--- config.mk ---
export PLATFORM = sky130hd
export DESIGN_NAME = fir_top
export DESIGN_NICKNAME = d
export VERILOG_FILES = /design/src/design/fir_pkg.sv /design/src/design/fir_accumulate.sv /design/src/design/fir_coeff_store.sv /design/src/design/fir_control.sv /design/src/design/fir_delay_line.sv /design/src/design/fir_multiply.sv /design/src/design/fir_top.sv
export SDC_FILE = /design/constraint.sdc
export NUM_CORES = 2
export LEC_CHECK = 0
export ABC_AREA = 1
export BUFFER_PORTS_ARGS = -buffer_cell sky130_fd_sc_hd__buf_4
export CORE_ASPECT_RATIO = 1.5
export CORE_UTILIZATION = 30
export DETAILED_ROUTE_END_ITERATION = 8
export PLACE_DENSITY_LB_ADDON = 0.3
export SETUP_SLACK_MARGIN = 0.4
export SLEW_MARGIN = 25
export SYNTH_ARGS = -nofsm -noshare
export SYNTH_HDL_FRONTEND = slang
export SYNTH_HIERARCHICAL = 1
export SYNTH_SLANG_ARGS = --single-unit
--- constraint.sdc ---
create_clock -name clock -period 9.8 [get_ports clock]
set_clock_uncertainty 0.15 [all_clocks]
set_input_delay 1.96 -clock clock [delete_from_list [all_inputs] [get_ports clock]]
set_output_delay 1.96 -clock clock [all_outputs]
set_load 0.02 [all_outputs]
--- src/design/fir_pkg.sv ---
// Shared FIR definitions; the width rule assumes both operands are signed and DATA_WIDTH wide
package fir_pkg;

	// Control sequence of the filter
	// The encoding is visible on the top-level state port, so keep it stable
	// Stopped is a terminal state and only reset leaves it
	typedef enum logic [1:0] {
		st_idle              = 2'd0,
		st_load_coefficients = 2'd1,
		st_filtering         = 2'd2,
		st_stopped           = 2'd3
	} fir_state_e;

	// Exact width of a sum of length products of two data_width signed values
	// One product needs twice the operand width, since -2^(w-1) squared is positive
	// Every doubling of the number of terms needs one more bit of growth
	// Called with length 1 it gives the width of a single product
	function automatic int result_width(input int data_width, input int length);
		int growth;
		growth = $clog2(length);
		return 2 * data_width + growth;
	endfunction

endpackage

--- src/design/fir_accumulate.sv ---
// Adder tree and output register; exact result with no rounding, data_out holds between results
`timescale 1ns/100ps

module fir_accumulate #(
	parameter int LENGTH     = 10,
	parameter int DATA_WIDTH = 8
) (
	input  logic                           clock,
	input  logic                           rst_n,
	input  logic [LENGTH*2*DATA_WIDTH-1:0] products,
	input  logic                           products_valid,
	output logic signed [fir_pkg::result_width(DATA_WIDTH, LENGTH)-1:0] data_out,
	output logic                           out_valid
);

	localparam int PROD_WIDTH   = fir_pkg::result_width(DATA_WIDTH, 1);
	localparam int RESULT_WIDTH = fir_pkg::result_width(DATA_WIDTH, LENGTH);
	localparam int NODES        = 2 * LENGTH - 1;

	// The tree is stored heap style
	// Node i adds nodes 2i+1 and 2i+2, so nodes 0 to LENGTH-2 are adders
	// Nodes LENGTH-1 upward are the leaves, one per product
	// This shape works for any LENGTH, odd counts just give an uneven last level
	logic signed [RESULT_WIDTH-1:0] node [NODES];

	for (genvar j = 0; j < LENGTH; j++) begin : g_leaf
		logic signed [PROD_WIDTH-1:0] prod_s;

		assign prod_s = products[j*PROD_WIDTH +: PROD_WIDTH];
		// Signed to wider signed, so this is a sign extension
		assign node[LENGTH-1+j] = prod_s;
	end

	for (genvar i = 0; i < LENGTH - 1; i++) begin : g_add
		assign node[i] = node[2*i+1] + node[2*i+2];
	end

	// Node 0 carries the full sum of all taps
	always_ff @(posedge clock or negedge rst_n) begin
		if (!rst_n) begin
			data_out  <= '0;
			out_valid <= 1'b0;
		end else begin
			out_valid <= products_valid;
			if (products_valid)
				data_out <= node[0];
		end
	end

endmodule

--- src/design/fir_coeff_store.sv ---
// Coefficient shift register; contents are only replaced by a full load, with no reload path
`timescale 1ns/100ps

module fir_coeff_store #(
	parameter int LENGTH     = 10,
	parameter int DATA_WIDTH = 8
) (
	input  logic                         clock,
	input  logic                         rst_n,
	input  logic                         coeff_shift,
	input  logic signed [DATA_WIDTH-1:0] coefficient_in,
	output logic [LENGTH*DATA_WIDTH-1:0] coeffs
);

	logic signed [DATA_WIDTH-1:0] slot [LENGTH];

	// New values enter at slot 0 and move up one slot per shift
	// After LENGTH shifts the first coefficient loaded sits in the last slot
	always_ff @(posedge clock or negedge rst_n) begin
		if (!rst_n) begin
			for (int n = 0; n < LENGTH; n++)
				slot[n] <= '0;
		end else if (coeff_shift) begin
			slot[0] <= coefficient_in;
			for (int n = 1; n < LENGTH; n++)
				slot[n] <= slot[n-1];
		end
	end

	// Reverse the slots so that field k of coeffs is h[k] in load order
	for (genvar k = 0; k < LENGTH; k++) begin : g_order
		assign coeffs[k*DATA_WIDTH +: DATA_WIDTH] = slot[LENGTH-1-k];
	end

endmodule

--- src/design/fir_control.sv ---
// FIR sequencer; coefficient_in must be valid for LENGTH cycles after load starts, stop is final
`timescale 1ns/100ps

module fir_control #(
	parameter int LENGTH = 10
) (
	input  logic               clock,
	input  logic               rst_n,
	input  logic               load_coefficients,
	input  logic               load_data,
	input  logic               stop_data_load,
	output fir_pkg::fir_state_e state,
	output logic               coeff_shift,
	output logic               sample_shift
);

	// A single tap still needs a one bit counter to keep the declaration legal
	localparam int COUNT_WIDTH = (LENGTH > 1) ? $clog2(LENGTH) : 1;
	localparam logic [COUNT_WIDTH-1:0] LAST_COEFF = COUNT_WIDTH'(LENGTH - 1);

	fir_pkg::fir_state_e     state_next;
	logic [COUNT_WIDTH-1:0] coeff_count;

	// Every cycle in the load state shifts one coefficient in
	assign coeff_shift = (state == fir_pkg::st_load_coefficients);

	// Downstream stages never look at the state, so strobes are qualified here
	// A strobe in the same cycle as stop is still accepted
	assign sample_shift = load_data && (state == fir_pkg::st_filtering);

	always_comb begin
		state_next = state;
		unique case (state)
			fir_pkg::st_idle: begin
				// The load request is a level and is only looked at here
				if (load_coefficients)
					state_next = fir_pkg::st_load_coefficients;
			end
			fir_pkg::st_load_coefficients: begin
				// The edge that takes the last coefficient also enters filtering
				if (coeff_count == LAST_COEFF)
					state_next = fir_pkg::st_filtering;
			end
			fir_pkg::st_filtering: begin
				if (stop_data_load)
					state_next = fir_pkg::st_stopped;
			end
			default: begin
				// Stopped holds until reset
				state_next = fir_pkg::st_stopped;
			end
		endcase
	end

	always_ff @(posedge clock or negedge rst_n) begin
		if (!rst_n) begin
			state <= fir_pkg::st_idle;
		end else begin
			state <= state_next;
		end
	end

	// Counts the coefficients taken so far in the current load
	always_ff @(posedge clock or negedge rst_n) begin
		if (!rst_n) begin
			coeff_count <= '0;
		end else if (state == fir_pkg::st_idle) begin
			coeff_count <= '0;
		end else if (coeff_shift) begin
			coeff_count <= coeff_count + 1'b1;
		end
	end

endmodule

--- src/design/fir_delay_line.sv ---
// Sample delay line; shifts only on accepted strobes, history before the first one reads zero
`timescale 1ns/100ps

module fir_delay_line #(
	parameter int LENGTH     = 10,
	parameter int DATA_WIDTH = 8
) (
	input  logic                         clock,
	input  logic                         rst_n,
	input  logic                         sample_shift,
	input  logic signed [DATA_WIDTH-1:0] data_in,
	output logic [LENGTH*DATA_WIDTH-1:0] taps,
	output logic                         taps_valid
);

	logic signed [DATA_WIDTH-1:0] slot [LENGTH];

	// Slot 0 takes the newest sample and slot k holds x[t-k]
	// The zero reset gives the filter an all-zero history
	always_ff @(posedge clock or negedge rst_n) begin
		if (!rst_n) begin
			for (int n = 0; n < LENGTH; n++)
				slot[n] <= '0;
			taps_valid <= 1'b0;
		end else begin
			// One cycle marker telling the multiply stage the taps just moved
			taps_valid <= sample_shift;
			if (sample_shift) begin
				slot[0] <= data_in;
				for (int n = 1; n < LENGTH; n++)
					slot[n] <= slot[n-1];
			end
		end
	end

	for (genvar k = 0; k < LENGTH; k++) begin : g_flat
		assign taps[k*DATA_WIDTH +: DATA_WIDTH] = slot[k];
	end

endmodule

--- src/design/fir_multiply.sv ---
// Registered multiply stage, one signed product per tap; products are only meaningful when valid
`timescale 1ns/100ps

module fir_multiply #(
	parameter int LENGTH     = 10,
	parameter int DATA_WIDTH = 8
) (
	input  logic                           clock,
	input  logic                           rst_n,
	input  logic [LENGTH*DATA_WIDTH-1:0]   taps,
	input  logic                           taps_valid,
	input  logic [LENGTH*DATA_WIDTH-1:0]   coeffs,
	output logic [LENGTH*2*DATA_WIDTH-1:0] products,
	output logic                           products_valid
);

	// A single product has no growth bits, so this is twice DATA_WIDTH
	localparam int PROD_WIDTH = fir_pkg::result_width(DATA_WIDTH, 1);

	always_ff @(posedge clock or negedge rst_n) begin
		if (!rst_n) begin
			products_valid <= 1'b0;
		end else begin
			products_valid <= taps_valid;
		end
	end

	for (genvar k = 0; k < LENGTH; k++) begin : g_tap
		logic signed [DATA_WIDTH-1:0] tap_s;
		logic signed [DATA_WIDTH-1:0] coeff_s;
		logic signed [PROD_WIDTH-1:0] prod_s;

		assign tap_s   = taps[k*DATA_WIDTH +: DATA_WIDTH];
		assign coeff_s = coeffs[k*DATA_WIDTH +: DATA_WIDTH];

		// Both operands are signed, so they are sign-extended to the product width
		// The register only loads on fresh taps to keep the multipliers quiet
		always_ff @(posedge clock) begin
			if (taps_valid)
				prod_s <= tap_s * coeff_s;
		end

		assign products[k*PROD_WIDTH +: PROD_WIDTH] = prod_s;
	end

endmodule

--- src/design/fir_top.sv ---
// Streaming FIR top; three cycle latency from an accepted strobe, no back-pressure on the output
`timescale 1ns/100ps

module fir_top #(
	parameter int LENGTH     = 10,
	parameter int DATA_WIDTH = 8
) (
	input  logic                         clock,
	input  logic                         rst_n,
	input  logic                         load_coefficients,
	input  logic signed [DATA_WIDTH-1:0] coefficient_in,
	input  logic                         load_data,
	input  logic signed [DATA_WIDTH-1:0] data_in,
	input  logic                         stop_data_load,
	output logic signed [fir_pkg::result_width(DATA_WIDTH, LENGTH)-1:0] data_out,
	output logic                         out_valid,
	output fir_pkg::fir_state_e          state
);

	logic                           coeff_shift;
	logic                           sample_shift;
	logic [LENGTH*DATA_WIDTH-1:0]   coeffs;
	logic [LENGTH*DATA_WIDTH-1:0]   taps;
	logic                           taps_valid;
	logic [LENGTH*2*DATA_WIDTH-1:0] products;
	logic                           products_valid;

	// Sequencing and strobe qualification
	fir_control #(
		.LENGTH (LENGTH)
	) i_fir_control (
		.clock             (clock),
		.rst_n             (rst_n),
		.load_coefficients (load_coefficients),
		.load_data         (load_data),
		.stop_data_load    (stop_data_load),
		.state             (state),
		.coeff_shift       (coeff_shift),
		.sample_shift      (sample_shift)
	);

	fir_coeff_store #(
		.LENGTH     (LENGTH),
		.DATA_WIDTH (DATA_WIDTH)
	) i_fir_coeff_store (
		.clock          (clock),
		.rst_n          (rst_n),
		.coeff_shift    (coeff_shift),
		.coefficient_in (coefficient_in),
		.coeffs         (coeffs)
	);

	// First pipeline edge, the sample is captured here
	fir_delay_line #(
		.LENGTH     (LENGTH),
		.DATA_WIDTH (DATA_WIDTH)
	) i_fir_delay_line (
		.clock        (clock),
		.rst_n        (rst_n),
		.sample_shift (sample_shift),
		.data_in      (data_in),
		.taps         (taps),
		.taps_valid   (taps_valid)
	);

	// Second edge registers the products
	fir_multiply #(
		.LENGTH     (LENGTH),
		.DATA_WIDTH (DATA_WIDTH)
	) i_fir_multiply (
		.clock          (clock),
		.rst_n          (rst_n),
		.taps           (taps),
		.taps_valid     (taps_valid),
		.coeffs         (coeffs),
		.products       (products),
		.products_valid (products_valid)
	);

	// Third edge registers the sum onto data_out
	fir_accumulate #(
		.LENGTH     (LENGTH),
		.DATA_WIDTH (DATA_WIDTH)
	) i_fir_accumulate (
		.clock          (clock),
		.rst_n          (rst_n),
		.products       (products),
		.products_valid (products_valid),
		.data_out       (data_out),
		.out_valid      (out_valid)
	);

endmodule

==> results_dict.tcl <==
set metrics [dict create \
    outcome "completed" \
    hpwlAfterDp_um 94400 \
    r2r-start "i_fir_multiply/g_tap[6].prod_s[1]" \
    dieArea_mm2 0.152 \
    arrival_ns 5.36 \
    rsz0062_at_grt "no" \
    dr.pass1.iters 5 \
    pre_cts_ws_ns 4.77 \
    seq_area_mm2 0.00954 \
    post_dp_cell_area_mm2 0.0471 \
    clkLatencyLatePin_ns 0.63 \
    setup.worst_path.class "flip-flop to flip-flop" \
    syn-cell-area_mm2 0.0451 \
    ys_types 46 \
    cts.hold.buffers_added 0 \
    tns_ns 0 \
    clk_pin_slew_ns 0.05 \
    drc 0 \
    slew_headroom 0.397 \
    num_rows 173 \
    yosysSeqAreaShare 0.211 \
    tightest_slew_ns 0.905 \
    grt_use_total 0.155 \
    n_antenna_cell 0 \
    leakage_uw 0.0287 \
    vias 33571 \
    clock_path_buffers 3 \
    crit_fanout 5 \
    gp_congestion 0.899 \
    fmax_mhz 200 \
    r2r_end "i_fir_accumulate/data_out[19]" \
    grt_pass1_wl_um 187000 \
    synth-seq-cells 349 \
    timing.final.crit_period_ns 5.01 \
    syn-instance-count 5732 \
    synth_area_leader_cell "fa_1" \
    r2r_slack_ns 4.79 \
    multiInputGateArea_mm2 0.0289 \
    wl_per_cell_um 15.2 \
    chipWidth_um 319 \
    peakVddDrop_uv 122 \
    overflow 0 \
    setup_violations 0 \
    worstHoldStart "i_fir_accumulate/data_out[17]" \
    final_common_cell "nand2_1" \
    synth_top_area_share 0.276 \
    synthTopCellsByArea "fa_1, nand2_1, inv_1" \
    area_delta_synth_final_pct 7.64 \
    endpoint_kind "flip-flop" \
    drt_iter0_drc 1397 \
    final_cell_mix "nand2_1, inv_1, fa_1" \
    finalNetCount 6660 \
    grt_max_degree 81 \
    initial_core_util 0.303 \
    cp.required_ns 10.15 \
    core_mm2 0.149 \
    fin_crit_sh 0.511 \
    cts_tree "built" \
    total_power_uw 8190 \
    whs_path_depth 2 \
    fillers 15657 \
    maxSlewViolCount 0 \
    ioPinCount 44 \
    cap_violations 0 \
    synth_warnings 6 \
    cellPowerDensity_mw_per_mm2 169 \
    cts_root_buf "clkbuf_16" \
    worst_slack_ns 4.79 \
    cts_resized 0 \
    worstRegToRegCells 27 \
    routed_wl_um 115000 \
    hold_viol 0 \
    post_cts_buffers 0 \
    syn_area_per_cell_um2 7.87 \
    antenna_found_initial 0 \
    drive_gt1_frac 0.0347 \
    fin_hold_ws_ns 0.327 \
    syn_nets 6750 \
    routed_via_density 4.41 \
    io_buffers 43 \
    first_global_vias 35403 \
    cp-start-kind "flip-flop" \
    die-height_um 477 \
    cts_sinks 349 \
    min_to "i_fir_accumulate/data_out[17]" \
    ant_nets 0 \
    cts_buffers 45 \
    htree_levels 2 \
    hold_path_class "flip-flop to flip-flop" \
    stdcell_area_mm2 0.0486 \
]
per-layer routing:
layer,track usage,share of wire
met3,0.0118,0.022
met2,0.306,0.55
met4,0.0544,0.035
met5,0,0
met1,0.168,0.39
report_power, final:
| part | switching (uW) | leakage [uW] | internal (uW) |
|---|---|---|---|
| sequential | 634 | 0.00409 | 1840 |
| combinational | 2580 | 0.0239 | 1430 |
| clock | 707 | 0.000716 | 994 |
state kept, by name, indices dropped and copies added, names as in the netlist:
name,cells
i_fir_delay_line/taps,80
i_fir_control/coeff_count,4
i_fir_coeff_store/coeffs,80
i_fir_multiply/g_tap.prod_s,160
i_fir_delay_line/taps_valid,1
i_fir_control/state,2
i_fir_multiply/products_valid,1
i_fir_accumulate/data_out,20
i_fir_accumulate/out_valid,1
metrics by stage:
step	std cells	util
after floorplan	5732	-
after global placement	7520	0.317
after detailed placement	7520	0.317
after CTS	7604	0.327
after global routing	7604	0.327
final	7604	0.327
Yosys cell counts, drive strengths merged:
master and count:
xor2 86, xnor2 65, nand4 23, buf 34, nand2 1749, o21bai 18, o21ai 65, a31oi 8
a21o 25, a21oi 140, nand3b 17, nor2 230, clkbuf 153, nor4 2, o22ai 1, ha 376
nor3 10, nand3 172, o31ai 3, fa 621, a21boi 2, or2 18, and3 1, dfrtp 189
and2 4, o21a 4, edfxtp 160, inv 1551, clkinv 4, a211oi 1
cell type report:
cell class | instances | share of cell area
Multi-Input combinational cell | 3641 | 0.595
Sequential cell | 349 | 0.196
Inverter | 1555 | 0.120
Tap cell | 1925 | 0.0496
Clock buffer | 58 | 0.0252
Timing Repair Buffer | 50 | 0.00788
Clock inverter | 26 | 0.00554
cell families after synthesis:
group	synth area share
AO/OA/AOI/OAI	0.0350
XOR/XNOR	0.0293
buffers and inverters	0.148
flip-flops	0.211
AND/OR/NAND/NOR	0.196
adder cells (fa/ha/maj)	0.380
worst max-delay path, stage by stage, from the launching register on:
cell	delay (ns)
edfxtp_1	0.32
inv_1	0.06
fa_1	0.52
inv_1	0.06
fa_1	0.50
ha_1	0.20
inv_1	0.07
fa_1	0.41
o21ai_2	0.32
nand2_2	0.08
nand2_2	0.10
nand2_2	0.06
nand2_2	0.08
nand2_1	0.08
nand3_1	0.07
nand2_1	0.10
fa_1	0.49
inv_1	0.05
ha_1	0.36
nand2_1	0.10
inv_1	0.04
a21oi_1	0.12
a21boi_0	0.26
nand2_1	0.08
nand2_1	0.06
nand2_1	0.04
nand2_1	0.05
nand2_1	0.05
worst max path at each step:
| stage | start | end | slack [ns] | cells after the start |
|---|---|---|---|---|
| after global routing | i_fir_multiply/g_tap[6].prod_s[1] | i_fir_accumulate/data_out[19] | 4.33 | 27 |
| after global placement | i_fir_multiply/g_tap[6].prod_s[1] | i_fir_accumulate/data_out[19] | 4.69 | 27 |
| after CTS | i_fir_multiply/g_tap[6].prod_s[1] | i_fir_accumulate/data_out[19] | 4.78 | 27 |
| final | i_fir_multiply/g_tap[6].prod_s[1] | i_fir_accumulate/data_out[19] | 4.79 | 27 |
| after detailed placement | i_fir_multiply/g_tap[6].prod_s[1] | i_fir_accumulate/data_out[19] | 4.77 | 27 |
| after floorplan | i_fir_multiply/g_tap[6].prod_s[1] | i_fir_accumulate/data_out[19] | 5.27 | 27 |
(Power assumes the default switching activity.)
